### src/uart_consts.svh
//////////////////////////////
// widths and synchronizer depth of the uart core
// include before any module or package that sizes a signal
//////////////////////////////
`ifndef UART_CONSTS_SVH
`define UART_CONSTS_SVH

//////////////////////////////
// data and timer widths
//////////////////////////////
`define UART_DATA_W 8                      // one data byte
`define UART_DIV_W 16                      // bit timer and bit_duration
`define UART_FRAME_W (`UART_DATA_W + 2)    // start + data + stop
`define UART_BITCNT_W 4                    // counts up to a full frame

//////////////////////////////
// input synchronizers
//////////////////////////////
`define UART_SYNC_STAGES 2                 // flops per async input

`endif

### src/uart_pkg.sv
//////////////////////////////
// state enums and packed structs shared by the uart RTL and testbench
//////////////////////////////
`include "uart_consts.svh"

package uart_pkg;

   //////////////////////////////
   // state machines
   //////////////////////////////
   typedef enum logic [1:0] {
      TX_IDLE,    // waiting for a write
      TX_LOAD,    // frame pattern built here
      TX_SEND     // shifting the frame out
   } tx_state_e;

   typedef enum logic [2:0] {
      RX_SYNC,        // wait for a high line
      RX_IDLE_HIGH,   // line must stay high one bit
      RX_WAIT_START,  // wait for the falling edge
      RX_START,       // confirm start at half bit
      RX_DATA         // eight samples, lsb first
   } rx_state_e;

   //////////////////////////////
   // grouped signals
   //////////////////////////////
   typedef struct packed {
      logic                   soft_rst;      // sync clear, both directions
      logic                   tx_en;
      logic                   rx_en;
      logic [`UART_DIV_W-1:0] bit_duration;  // clock cycles per bit
   } uart_ctrl_t;

   typedef struct packed {
      logic txd;
      logic rts;
   } uart_pins_t;

   typedef struct packed {
      logic clr;  // count restarts at 1
      logic run;  // count advances
   } timer_ctl_t;

endpackage

### src/uart_bit_timer.sv
//////////////////////////////
// bit timer for one direction of the uart
// marks the full-bit and half-bit points of the running count
//////////////////////////////
`timescale 1ns/1ps
`include "uart_consts.svh"

module uart_bit_timer (
   input  logic                   clk_i,
   input  logic                   arst_n_i,
   input  logic                   soft_rst_i,
   input  uart_pkg::timer_ctl_t   ctl_i,
   input  logic [`UART_DIV_W-1:0] bit_duration_i,
   output logic                   bit_done_o,
   output logic                   half_done_o
);

   logic [`UART_DIV_W-1:0] cnt_q;
   logic [`UART_DIV_W-1:0] half_dur;

   //////////////////////////////
   // cycle counter
   //////////////////////////////
   always_ff @(posedge clk_i or negedge arst_n_i) begin
      if (!arst_n_i) begin
         cnt_q <= '0;
      end else if (soft_rst_i) begin
         cnt_q <= '0;
      end else if (ctl_i.clr) begin
         cnt_q <= `UART_DIV_W'(1);            // first cycle of a bit
      end else if (ctl_i.run) begin
         cnt_q <= cnt_q + `UART_DIV_W'(1);
      end
   end

   //////////////////////////////
   // bit points
   //////////////////////////////
   assign half_dur = bit_duration_i >> 1;  // rounded down

   // both flags are levels, they hold while the count is parked
   assign bit_done_o  = (cnt_q == bit_duration_i);
   assign half_done_o = (cnt_q == half_dur);

endmodule

### src/uart_core.sv
//////////////////////////////
// uart core top, transmitter and receiver with their bit timers
//////////////////////////////
`timescale 1ns/1ps
`include "uart_consts.svh"

module uart_core (
   input  logic                    clk_i,
   input  logic                    arst_n_i,
   input  uart_pkg::uart_ctrl_t    ctrl_i,
   input  logic [`UART_DATA_W-1:0] tx_data_i,
   input  logic                    data_write_en_i,
   input  logic                    data_read_en_i,
   input  logic                    rs232_rxd_i,
   input  logic                    rs232_cts_i,
   output logic [`UART_DATA_W-1:0] rx_data_o,
   output logic                    tx_ready_o,
   output logic                    rx_ready_o,
   output uart_pkg::uart_pins_t    pins_o
);

   import uart_pkg::*;

   timer_ctl_t tx_tmr;
   timer_ctl_t rx_tmr;
   logic       tx_bit_done;
   logic       rx_bit_done;
   logic       rx_half_done;
   logic       txd;
   logic       rts;

   //////////////////////////////
   // transmit path
   //////////////////////////////
   uart_tx u_tx (
      .clk_i          (clk_i),
      .arst_n_i       (arst_n_i),
      .ctrl_i         (ctrl_i),
      .tx_data_i      (tx_data_i),
      .data_write_en_i(data_write_en_i),
      .rs232_cts_i    (rs232_cts_i),
      .bit_done_i     (tx_bit_done),
      .timer_o        (tx_tmr),
      .tx_ready_o     (tx_ready_o),
      .txd_o          (txd)
   );

   uart_bit_timer tx_timer (
      .clk_i         (clk_i),
      .arst_n_i      (arst_n_i),
      .soft_rst_i    (ctrl_i.soft_rst),
      .ctl_i         (tx_tmr),
      .bit_duration_i(ctrl_i.bit_duration),
      .bit_done_o    (tx_bit_done),
      .half_done_o   ()               // tx has no half-bit point
   );

   //////////////////////////////
   // receive path
   //////////////////////////////
   uart_rx u_rx (
      .clk_i         (clk_i),
      .arst_n_i      (arst_n_i),
      .ctrl_i        (ctrl_i),
      .data_read_en_i(data_read_en_i),
      .rs232_rxd_i   (rs232_rxd_i),
      .bit_done_i    (rx_bit_done),
      .half_done_i   (rx_half_done),
      .timer_o       (rx_tmr),
      .rx_data_o     (rx_data_o),
      .rx_ready_o    (rx_ready_o),
      .rts_o         (rts)
   );

   uart_bit_timer rx_timer (
      .clk_i         (clk_i),
      .arst_n_i      (arst_n_i),
      .soft_rst_i    (ctrl_i.soft_rst),
      .ctl_i         (rx_tmr),
      .bit_duration_i(ctrl_i.bit_duration),
      .bit_done_o    (rx_bit_done),
      .half_done_o   (rx_half_done)
   );

   assign pins_o = '{txd: txd, rts: rts};

endmodule

### src/uart_rx.sv
//////////////////////////////
// uart receiver, samples 8N1 frames at mid-bit
// drives rts and flags each byte with rx_ready
//////////////////////////////
`timescale 1ns/1ps
`include "uart_consts.svh"

module uart_rx (
   input  logic                    clk_i,
   input  logic                    arst_n_i,
   input  uart_pkg::uart_ctrl_t    ctrl_i,
   input  logic                    data_read_en_i,
   input  logic                    rs232_rxd_i,
   input  logic                    bit_done_i,
   input  logic                    half_done_i,
   output uart_pkg::timer_ctl_t    timer_o,
   output logic [`UART_DATA_W-1:0] rx_data_o,
   output logic                    rx_ready_o,
   output logic                    rts_o
);

   import uart_pkg::*;

   logic [`UART_SYNC_STAGES-1:0] rxd_sync_q;
   logic                         rxd_s;
   logic                         rxd_prev_q;
   logic                         rx_run;
   rx_state_e                    state_q, state_n;
   logic [`UART_DATA_W-1:0]      shift_q, shift_n;
   logic [`UART_DATA_W-1:0]      data_n;
   logic [`UART_BITCNT_W-1:0]    bitcnt_q, bitcnt_n;
   logic                         ready_n;
   timer_ctl_t                   tmr_n;

   //////////////////////////////
   // rxd synchronizer
   //////////////////////////////
   always_ff @(posedge clk_i or negedge arst_n_i) begin
      if (!arst_n_i) begin
         rxd_sync_q <= '1;                   // idle line is high
         rxd_prev_q <= 1'b1;
      end else begin
         rxd_sync_q <= {rxd_sync_q[`UART_SYNC_STAGES-2:0], rs232_rxd_i};
         rxd_prev_q <= rxd_s;                // for the falling edge
      end
   end

   assign rxd_s  = rxd_sync_q[`UART_SYNC_STAGES-1];
   assign rx_run = ctrl_i.rx_en;

   //////////////////////////////
   // fsm and sampling shifter
   //////////////////////////////
   always_comb begin
      state_n  = state_q;
      shift_n  = shift_q;
      data_n   = rx_data_o;
      bitcnt_n = bitcnt_q;
      ready_n  = rx_ready_o;
      tmr_n    = '0;
      case (state_q)
         RX_SYNC: begin
            tmr_n.clr = 1'b1;
            bitcnt_n  = '0;
            if (rxd_s) begin
               state_n = RX_IDLE_HIGH;
            end
         end
         RX_IDLE_HIGH: begin
            tmr_n.run = 1'b1;
            if (!rxd_s) begin
               state_n = RX_SYNC;            // dropped early, resync
            end else if (bit_done_i) begin
               state_n = RX_WAIT_START;
            end
         end
         RX_WAIT_START: begin
            tmr_n.clr = 1'b1;
            // an edge, so a low last data bit is not taken as a start
            if (!rxd_s && rxd_prev_q) begin
               state_n = RX_START;
            end
         end
         RX_START: begin
            if (!half_done_i) begin
               tmr_n.run = 1'b1;
            end else begin
               tmr_n.clr = 1'b1;             // data bits now timed from mid-start
               state_n   = rxd_s ? RX_SYNC : RX_DATA;
            end
         end
         RX_DATA: begin
            if (!bit_done_i) begin
               tmr_n.run = 1'b1;
            end else begin
               tmr_n.clr = 1'b1;
               shift_n   = {rxd_s, shift_q[`UART_DATA_W-1:1]};  // lsb first
               if (bitcnt_q == `UART_BITCNT_W'(`UART_DATA_W - 1)) begin
                  data_n   = shift_n;
                  ready_n  = 1'b1;
                  bitcnt_n = '0;
                  state_n  = RX_WAIT_START;
               end else begin
                  bitcnt_n = bitcnt_q + `UART_BITCNT_W'(1);
               end
            end
         end
         default: state_n = RX_SYNC;
      endcase
   end

   always_ff @(posedge clk_i or negedge arst_n_i) begin
      if (!arst_n_i) begin
         state_q  <= RX_SYNC;
         bitcnt_q <= '0;
      end else if (ctrl_i.soft_rst) begin
         state_q  <= RX_SYNC;
         bitcnt_q <= '0;
      end else if (rx_run) begin
         state_q  <= state_n;
         bitcnt_q <= bitcnt_n;
      end
   end

   always_ff @(posedge clk_i) begin
      if (rx_run) begin
         shift_q   <= shift_n;
         rx_data_o <= data_n;                // holds until the next frame
      end
   end

   //////////////////////////////
   // ready flag and rts
   //////////////////////////////
   always_ff @(posedge clk_i or negedge arst_n_i) begin
      if (!arst_n_i) begin
         rx_ready_o <= 1'b0;
      end else if (ctrl_i.soft_rst || data_read_en_i) begin
         rx_ready_o <= 1'b0;                 // read wins over a new byte
      end else if (rx_run) begin
         rx_ready_o <= ready_n;
      end
   end

   always_ff @(posedge clk_i or negedge arst_n_i) begin
      if (!arst_n_i) begin
         rts_o <= 1'b0;
      end else if (ctrl_i.soft_rst) begin
         rts_o <= 1'b0;
      end else if (rx_run) begin
         rts_o <= 1'b1;                      // ready to take data
      end
   end

   assign timer_o = '{clr: tmr_n.clr & rx_run, run: tmr_n.run & rx_run};

endmodule

### src/uart_tx.sv
//////////////////////////////
// uart transmitter, 8N1 frames shifted out lsb first
// stalls while tx_en or the synchronized cts is low
//////////////////////////////
`timescale 1ns/1ps
`include "uart_consts.svh"

module uart_tx (
   input  logic                    clk_i,
   input  logic                    arst_n_i,
   input  uart_pkg::uart_ctrl_t    ctrl_i,
   input  logic [`UART_DATA_W-1:0] tx_data_i,
   input  logic                    data_write_en_i,
   input  logic                    rs232_cts_i,
   input  logic                    bit_done_i,
   output uart_pkg::timer_ctl_t    timer_o,
   output logic                    tx_ready_o,
   output logic                    txd_o
);

   import uart_pkg::*;

   logic [`UART_SYNC_STAGES-1:0] cts_sync_q;
   logic                         tx_run;
   logic [`UART_DATA_W-1:0]      tx_hold_q;
   logic                         write_pend_q;
   logic                         start;
   tx_state_e                    state_q, state_n;
   logic [`UART_FRAME_W-1:0]     pattern_q, pattern_n;
   logic [`UART_BITCNT_W-1:0]    bitcnt_q, bitcnt_n;
   logic                         ready_n;
   timer_ctl_t                   tmr_n;

   //////////////////////////////
   // cts synchronizer
   //////////////////////////////
   always_ff @(posedge clk_i or negedge arst_n_i) begin
      if (!arst_n_i) begin
         cts_sync_q <= '0;
      end else begin
         cts_sync_q <= {cts_sync_q[`UART_SYNC_STAGES-2:0], rs232_cts_i};
      end
   end

   assign tx_run = ctrl_i.tx_en & cts_sync_q[`UART_SYNC_STAGES-1];

   // every write lands here, even while busy
   always_ff @(posedge clk_i) begin
      if (data_write_en_i) begin
         tx_hold_q <= tx_data_i;
      end
   end

   // write accepted while stalled, started once the line may send
   always_ff @(posedge clk_i or negedge arst_n_i) begin
      if (!arst_n_i) begin
         write_pend_q <= 1'b0;
      end else if (ctrl_i.soft_rst) begin
         write_pend_q <= 1'b0;
      end else if (tx_run && state_q == TX_IDLE) begin
         write_pend_q <= 1'b0;               // consumed by the fsm
      end else if (data_write_en_i && tx_ready_o) begin
         write_pend_q <= 1'b1;
      end
   end

   assign start = write_pend_q | (data_write_en_i & tx_ready_o);

   //////////////////////////////
   // fsm and frame shifter
   //////////////////////////////
   always_comb begin
      state_n   = state_q;
      pattern_n = pattern_q;
      bitcnt_n  = bitcnt_q;
      ready_n   = tx_ready_o;
      tmr_n     = '0;
      case (state_q)
         TX_IDLE: begin
            tmr_n.clr = 1'b1;
            pattern_n = '1;                  // line idles high
            bitcnt_n  = '0;
            ready_n   = 1'b1;
            if (start) begin
               ready_n = 1'b0;
               state_n = TX_LOAD;
            end
         end
         TX_LOAD: begin
            tmr_n.clr = 1'b1;
            pattern_n = {1'b1, tx_hold_q, 1'b0};  // {stop, data, start}
            state_n   = TX_SEND;
         end
         TX_SEND: begin
            if (!bit_done_i) begin
               tmr_n.run = 1'b1;
            end else begin
               tmr_n.clr = 1'b1;
               if (bitcnt_q == `UART_BITCNT_W'(`UART_FRAME_W - 1)) begin
                  state_n = TX_IDLE;         // stop bit done
                  ready_n = 1'b1;
               end else begin
                  pattern_n = {1'b1, pattern_q[`UART_FRAME_W-1:1]};
                  bitcnt_n  = bitcnt_q + `UART_BITCNT_W'(1);
               end
            end
         end
         default: state_n = TX_IDLE;
      endcase
   end

   always_ff @(posedge clk_i or negedge arst_n_i) begin
      if (!arst_n_i) begin
         state_q    <= TX_IDLE;
         pattern_q  <= '1;
         bitcnt_q   <= '0;
         tx_ready_o <= 1'b0;
      end else if (ctrl_i.soft_rst) begin
         state_q    <= TX_IDLE;
         pattern_q  <= '1;
         bitcnt_q   <= '0;
         tx_ready_o <= 1'b0;
      end else if (tx_run) begin             // frozen under back-pressure
         state_q    <= state_n;
         pattern_q  <= pattern_n;
         bitcnt_q   <= bitcnt_n;
         tx_ready_o <= ready_n;
      end
   end

   assign timer_o = '{clr: tmr_n.clr & tx_run, run: tmr_n.run & tx_run};
   assign txd_o   = pattern_q[0];

endmodule
### config.mk
export PLATFORM = sky130hd
export DESIGN_NAME = uart_core
export DESIGN_NICKNAME = d
export VERILOG_FILES = /design/src/uart_pkg.sv /design/src/uart_bit_timer.sv /design/src/uart_core.sv /design/src/uart_rx.sv /design/src/uart_tx.sv
export VERILOG_INCLUDE_DIRS = /design/src
export SDC_FILE = /design/constraint.sdc
export NUM_CORES = 1
export LEC_CHECK = 0
export ABC_AREA = 1
export BUFFER_PORTS_ARGS = -buffer_cell sky130_fd_sc_hd__clkbuf_2
export CAP_MARGIN = 20
export CORE_MARGIN = 2
export CORE_UTILIZATION = 55
export DETAILED_ROUTE_END_ITERATION = 12
export GPL_TIMING_DRIVEN = 0
export PLACE_DENSITY_LB_ADDON = 0.15
export RECOVER_POWER = 25
export SLEW_MARGIN = 20
export SYNTH_ARGS = -nofsm -noshare
export SYNTH_HDL_FRONTEND = slang
export SYNTH_HIERARCHICAL = 1
export SYNTH_SLANG_ARGS = --single-unit
### constraint.sdc
create_clock -name clk_i -period 7.1 [get_ports clk_i]
set_clock_uncertainty 0.1 [all_clocks]
set_input_delay 0.355 -clock clk_i [delete_from_list [all_inputs] [get_ports clk_i]]
set_output_delay 0.355 -clock clk_i [all_outputs]
set_load 0.005 [all_outputs]
* After elaboration in Yosys (flattened, before gate mapping)
Cells that the tools add are included.
Storage, ports and cells: bits of input ports 33, output and inout bits 12, word-level logic and storage cells 143, register bits 88
Cells by class: eq/ne operators 21, multiplexer cells 64, bitwise logic cells 7, add/subtract/negate cells 4, reductions and logical operators 30
Operators with widths (number):
- 16-bit 2-to-1 mux | 6
- 10-bit 2-to-1 mux | 4
- 16-bit by 1-bit adder with 16-bit output, second input constant | 2
- 16-bit == test | 2
- 4-bit 2-to-1 mux | 8
- 3-bit 2-to-1 mux | 10
- 10-bit case mux with 3 select lines | 1
- 3-bit by 2-bit inequality test with 1-bit output, second input constant | 8
- 4-bit AND reduction | 6
- 1-bit 2-to-1 mux | 22
- 16-bit by 15-bit == test with 1-bit output | 1
- 4-bit case mux with 2 select lines | 2
- 3-bit case mux with 5 select lines | 1
- 3-bit nonzero test | 5
- 2-bit nonzero test | 6
- 2-bit 2-to-1 mux | 5
- 4-bit by 1-bit adder with 4-bit output, second input constant | 2
- 7-bit AND reduction | 1
- 1-bit AND | 6
- 3-bit by 2-bit == test with 1-bit output, second input constant | 2
- 1-bit case mux with 3 select lines | 2
- 2-bit case mux with 3 select lines | 1
- 3-bit AND reduction | 2
- 4-bit by 3-bit == test with 1-bit output, second input constant | 1
- other kinds (16) | 20

* Depth between registers and ports, before layout
depth in word-level cells 7, gate-level depth with buffers 18, mapped depth without buffers 17

* By module
Netlist, hierarchy kept.
Modules (own cells, without submodules):
- uart_bit_timer | times used 2, area each 1415.1 sq um, sequential area each 400.4 sq um, cells an instance 225
- uart_tx | times used 1, area each 1417.6 sq um, sequential area each 726.9 sq um, cells an instance 172
- uart_rx | times used 1, area each 1229.9 sq um, sequential area each 754.5 sq um, cells an instance 123
- uart_core | times used 1, area each 15.0 sq um, sequential area each 0.0 sq um, cells an instance 2

* Least setup slack after synthesis
Ideal clock, no wire load.
kind reg2reg, start point register rx_timer.cnt_q[7], end point register u_rx.rx_data_o[0], enable pin, period minus slack after synthesis 2.475 ns, required time 6.605 ns, setup time 0.395 ns, cell stages (with the launch flop) 9, data arrival time 1.981 ns, setup slack 4.625 ns, path buffers 1, cell sequence dfrtp_1 -> buf_4 -> xnor2_1 -> nand3_1 -> nor2_1 -> nand2_1 -> nor2_1 -> inv_1 -> nor4_1
On the way: word-level cells in the longest chain between the ends 2
RTL lines:
- start, declared | RTL line uart_bit_timer.sv:18 | logic [`UART_DIV_W-1:0] cnt_q;
- start signal, assigned | RTL line uart_bit_timer.sv:30 | cnt_q <= `UART_DIV_W'(1);
- start signal, assigned | RTL line uart_bit_timer.sv:32 | cnt_q <= cnt_q + `UART_DIV_W'(1);
- 16-bit == test | RTL line uart_bit_timer.sv:42 | assign bit_done_o = (cnt_q == bit_duration_i);
- net rx_bit_done | RTL line uart_core.sv:27 | logic rx_bit_done;
- 4-bit AND reduction (no source line)
- end signal, assigned | RTL line uart_rx.sv:128 | rx_data_o <= data_n;
- end, declared | RTL line uart_rx.sv:17 | output logic [`UART_DATA_W-1:0] rx_data_o,
The timed path passes the listed nets, and every way through them passes these cells. A chain may end at the register's enable or synchronous reset.

* Final worst setup path
start point register rx_timer.cnt_q[8], end point register u_rx.rx_data_o[1], enable pin
The elaborated chain is that of the path after synthesis.

==> results.sh <==
export IMPL_status="complete, but fails checks"
export IMPL_violations="max-capacitance violations, max-slew violations"
export IMPL_antenna_found_initial=0
export IMPL_end_kind="flip-flop"
export IMPL_crit_fanout=8
export IMPL_viasPerCell=5.12
export IMPL_hpwl_um=8610
export IMPL_overflow=0
export IMPL_power_density_nw_per_um2=229
export IMPL_slowest_delay_ps=740
export IMPL_die_width_um=102
export IMPL_nets=807
export IMPL_wirelength_um=11400
export IMPL_syn_area_per_cell_um2=7.51
export IMPL_clk_pin_slew_ps=110
export IMPL_cap_violations=1
export IMPL_synth_fp_nets=748
export IMPL_slowest_stage="nor4_2"
export IMPL_syn_area_um2=5290
export IMPL_fin_crit_ps=2580
export IMPL_dieHeight_um=102
export IMPL_path_cells="buf_4, xnor2_1, nand2_1, nor2_1, nand2_1, nor2_1, inv_1, nor4_2"
export IMPL_htree_levels=3
export IMPL_fillCellCount=818
export IMPL_peakVddDrop_mv=0.176
export IMPL_dpl_worst_slack_ps=4530
export IMPL_critPathTopFamily="simple AND/OR/NAND/NOR gates"
export IMPL_rsz0062_at_grt="no"
export IMPL_drtPass1Iterations=5
export IMPL_track_usage_pct=23.1
export IMPL_reg2regPathDepth=8
export IMPL_critPathRequiredTime_ps=7010
export IMPL_final_core_util_pct=63.8
export IMPL_cts_buffers=9
export IMPL_fmax_mhz=388
export IMPL_worst_pin_slew_ps=1640
export IMPL_vias=4599
export IMPL_finalCritPeriodShare_pct=36.3
export IMPL_critPathLaunchType="flip-flop"
export IMPL_grt_pass1_vias=4233
export IMPL_cts_root_buf="clkbuf_8"
export IMPL_ctsResizeCount=0
export IMPL_clkLatencyLatePin_ps=370
export IMPL_worst_path_buf_inv=2
export IMPL_hold_path_class="in2reg"
export IMPL_critical_path_depth=8
export IMPL_clkSinkCount=86
export IMPL_slew_viol_final=29
export IMPL_rows=35
export IMPL_initial_core_util_pct=57.0
export IMPL_grt_max_degree=36
export IMPL_finalHoldViolCount=0
export IMPL_max_slew_margin_rel_pct=-9.42
export IMPL_ff_latch_area_um2=2280
export IMPL_power_total_mw=1.35
export IMPL_worst_slack_ps=4520
export IMPL_tritoncts="built"
export IMPL_clockBufferDepth=2
export IMPL_p_leak_nw=2.76
export IMPL_port_buffers=44
export IMPL_holdPathStages=1
export IMPL_gp_congestion=0.909
export IMPL_crit_type="reg2reg"
export IMPL_area_delta_synth_final_pct=12.0
export IMPL_fp_coreArea_um2=9280
export IMPL_avgRoutedWirePerCell_um=12.7
export IMPL_io_pins=45
export IMPL_cp_data_arrival_time_ps=2480
export IMPL_ys_warn_count=6
export IMPL_grt_pass1_wl_um=19000
export IMPL_tns_ps=0
export IMPL_hold_buffers=3
export IMPL_dpl_instance_area_um2=5700
export IMPL_post_cts_buffers=0
export IMPL_drc=0
export IMPL_rrSetupSlack_ps=4520
export IMPL_drt_initial_drc_count=181
export IMPL_multiInputGateArea_um2=2530
export IMPL_final_design_area_no_fill_um2=5920
export IMPL_die_area_um2=10400
export IMPL_setup_viol=0
export IMPL_ant_nets=0
export IMPL_diodes=0
export IMPL_syn_inst=705
export IMPL_layout_drive_gt1_share_pct=18.2
==> cells in the final DEF, fill, tap and decap left out, drive strengths merged, types with 21 or more instances in the layout <==
cell type and n:
a21oi 21, clkbuf 53, dfrtp 51, edfxtp 23, inv 103, nand2 215, nand3 65, nor2 97
o21ai 28, xnor2 26
==> path summary, 6_finish.rpt <==
check / from / endpoint
min in group asynchronous: arst_n_i / rx_timer/cnt_q[9]$_DFFE_PN0P_
min reg2reg: u_tx/cts_sync_q[0]$_DFF_PN0_ / u_tx/cts_sync_q[1]$_DFF_PN0_
min: tx_data_i[2] / u_tx/tx_hold_q[2]$_DFFE_PP_
max: rx_timer/cnt_q[8]$_DFFE_PN0P_ / u_rx/rx_data_o[1]$_DFFE_PP_
max reg2reg: rx_timer/cnt_q[8]$_DFFE_PN0P_ / u_rx/rx_data_o[1]$_DFFE_PP_
max in group asynchronous: arst_n_i / u_tx/pattern_q[3]$_DFFE_PN1P_
==> registers in the layout, indices dropped and copies added, names as in the netlist <==
| register | count |
|---|---|
| u_rx/rx_data_o | 8 |
| u_tx/pattern_q | 9 |
| u_rx/rxd_prev_q | 1 |
| u_tx/write_pend_q | 1 |
| u_rx/shift_q | 7 |
| u_tx/cts_sync_q | 2 |
| u_rx/state_q | 3 |
| u_rx/rts_o | 1 |
| u_tx/state_q | 2 |
| u_rx/bitcnt_q | 4 |
| u_tx/bitcnt_q | 4 |
| u_rx/rxd_sync_q | 2 |
| u_rx/rx_ready_o | 1 |
| rx_timer/cnt_q | 16 |
| u_tx/tx_ready_o | 1 |
| u_tx/tx_hold_q | 8 |
| tx_timer/cnt_q | 16 |
==> power breakdown <==
group | leakage [nW] | internal [mW] | switching, mW
logic | 1.63 | 0.138 | 0.249
registers | 1.04 | 0.577 | 0.0415
clock network | 0.101 | 0.139 | 0.210
total | 2.76 | 0.853 | 0.501
==> per-stage QoR <==
| step | cells | hold slack [ps] |
|---|---|---|
| 6_report | 898 | 47.5 |
| 3_3_place_gp | 878 | 239 |
| 3_5_place_dp | 879 | 235 |
| 4_1_cts | 898 | 37.6 |
| 5_1_grt | 898 | 37.7 |
| 2_1_floorplan | 705 | -40.6 |
==> area by class of cell <==
type | instances | share of cell area (%)
buffer | 16 | 1.75
clock buffer | 9 | 2.09
timing repair buffer | 48 | 4.52
tap | 129 | 2.72
clock inverter | 7 | 1.25
sequential | 86 | 38.5
inverter | 101 | 6.40
multi-input combinational | 502 | 42.7
==> worst register-to-register path, delay by kind of cell (launching register included) <==
family,cells,cell delay (ps)
and+or+nand+nor,5,1270
DFF,1,380
buffers and inverters,2,300
xor gates and xnor gates,1,150
==> per-layer routing <==
metal | routed length [µm] | GRT usage (%) | up-vias | share of wire [%]
met5 | 0 | 0 | - | 0
met4 | 210 | 9.74 | 0 | 1.8
met3 | 480 | 3.49 | 20 | 4.2
met2 | 5370 | 37.9 | 110 | 47
met1 | 5360 | 30.7 | 2126 | 47
li1 | - | - | 2343 | -
Power figures use the tool's default switching activity.
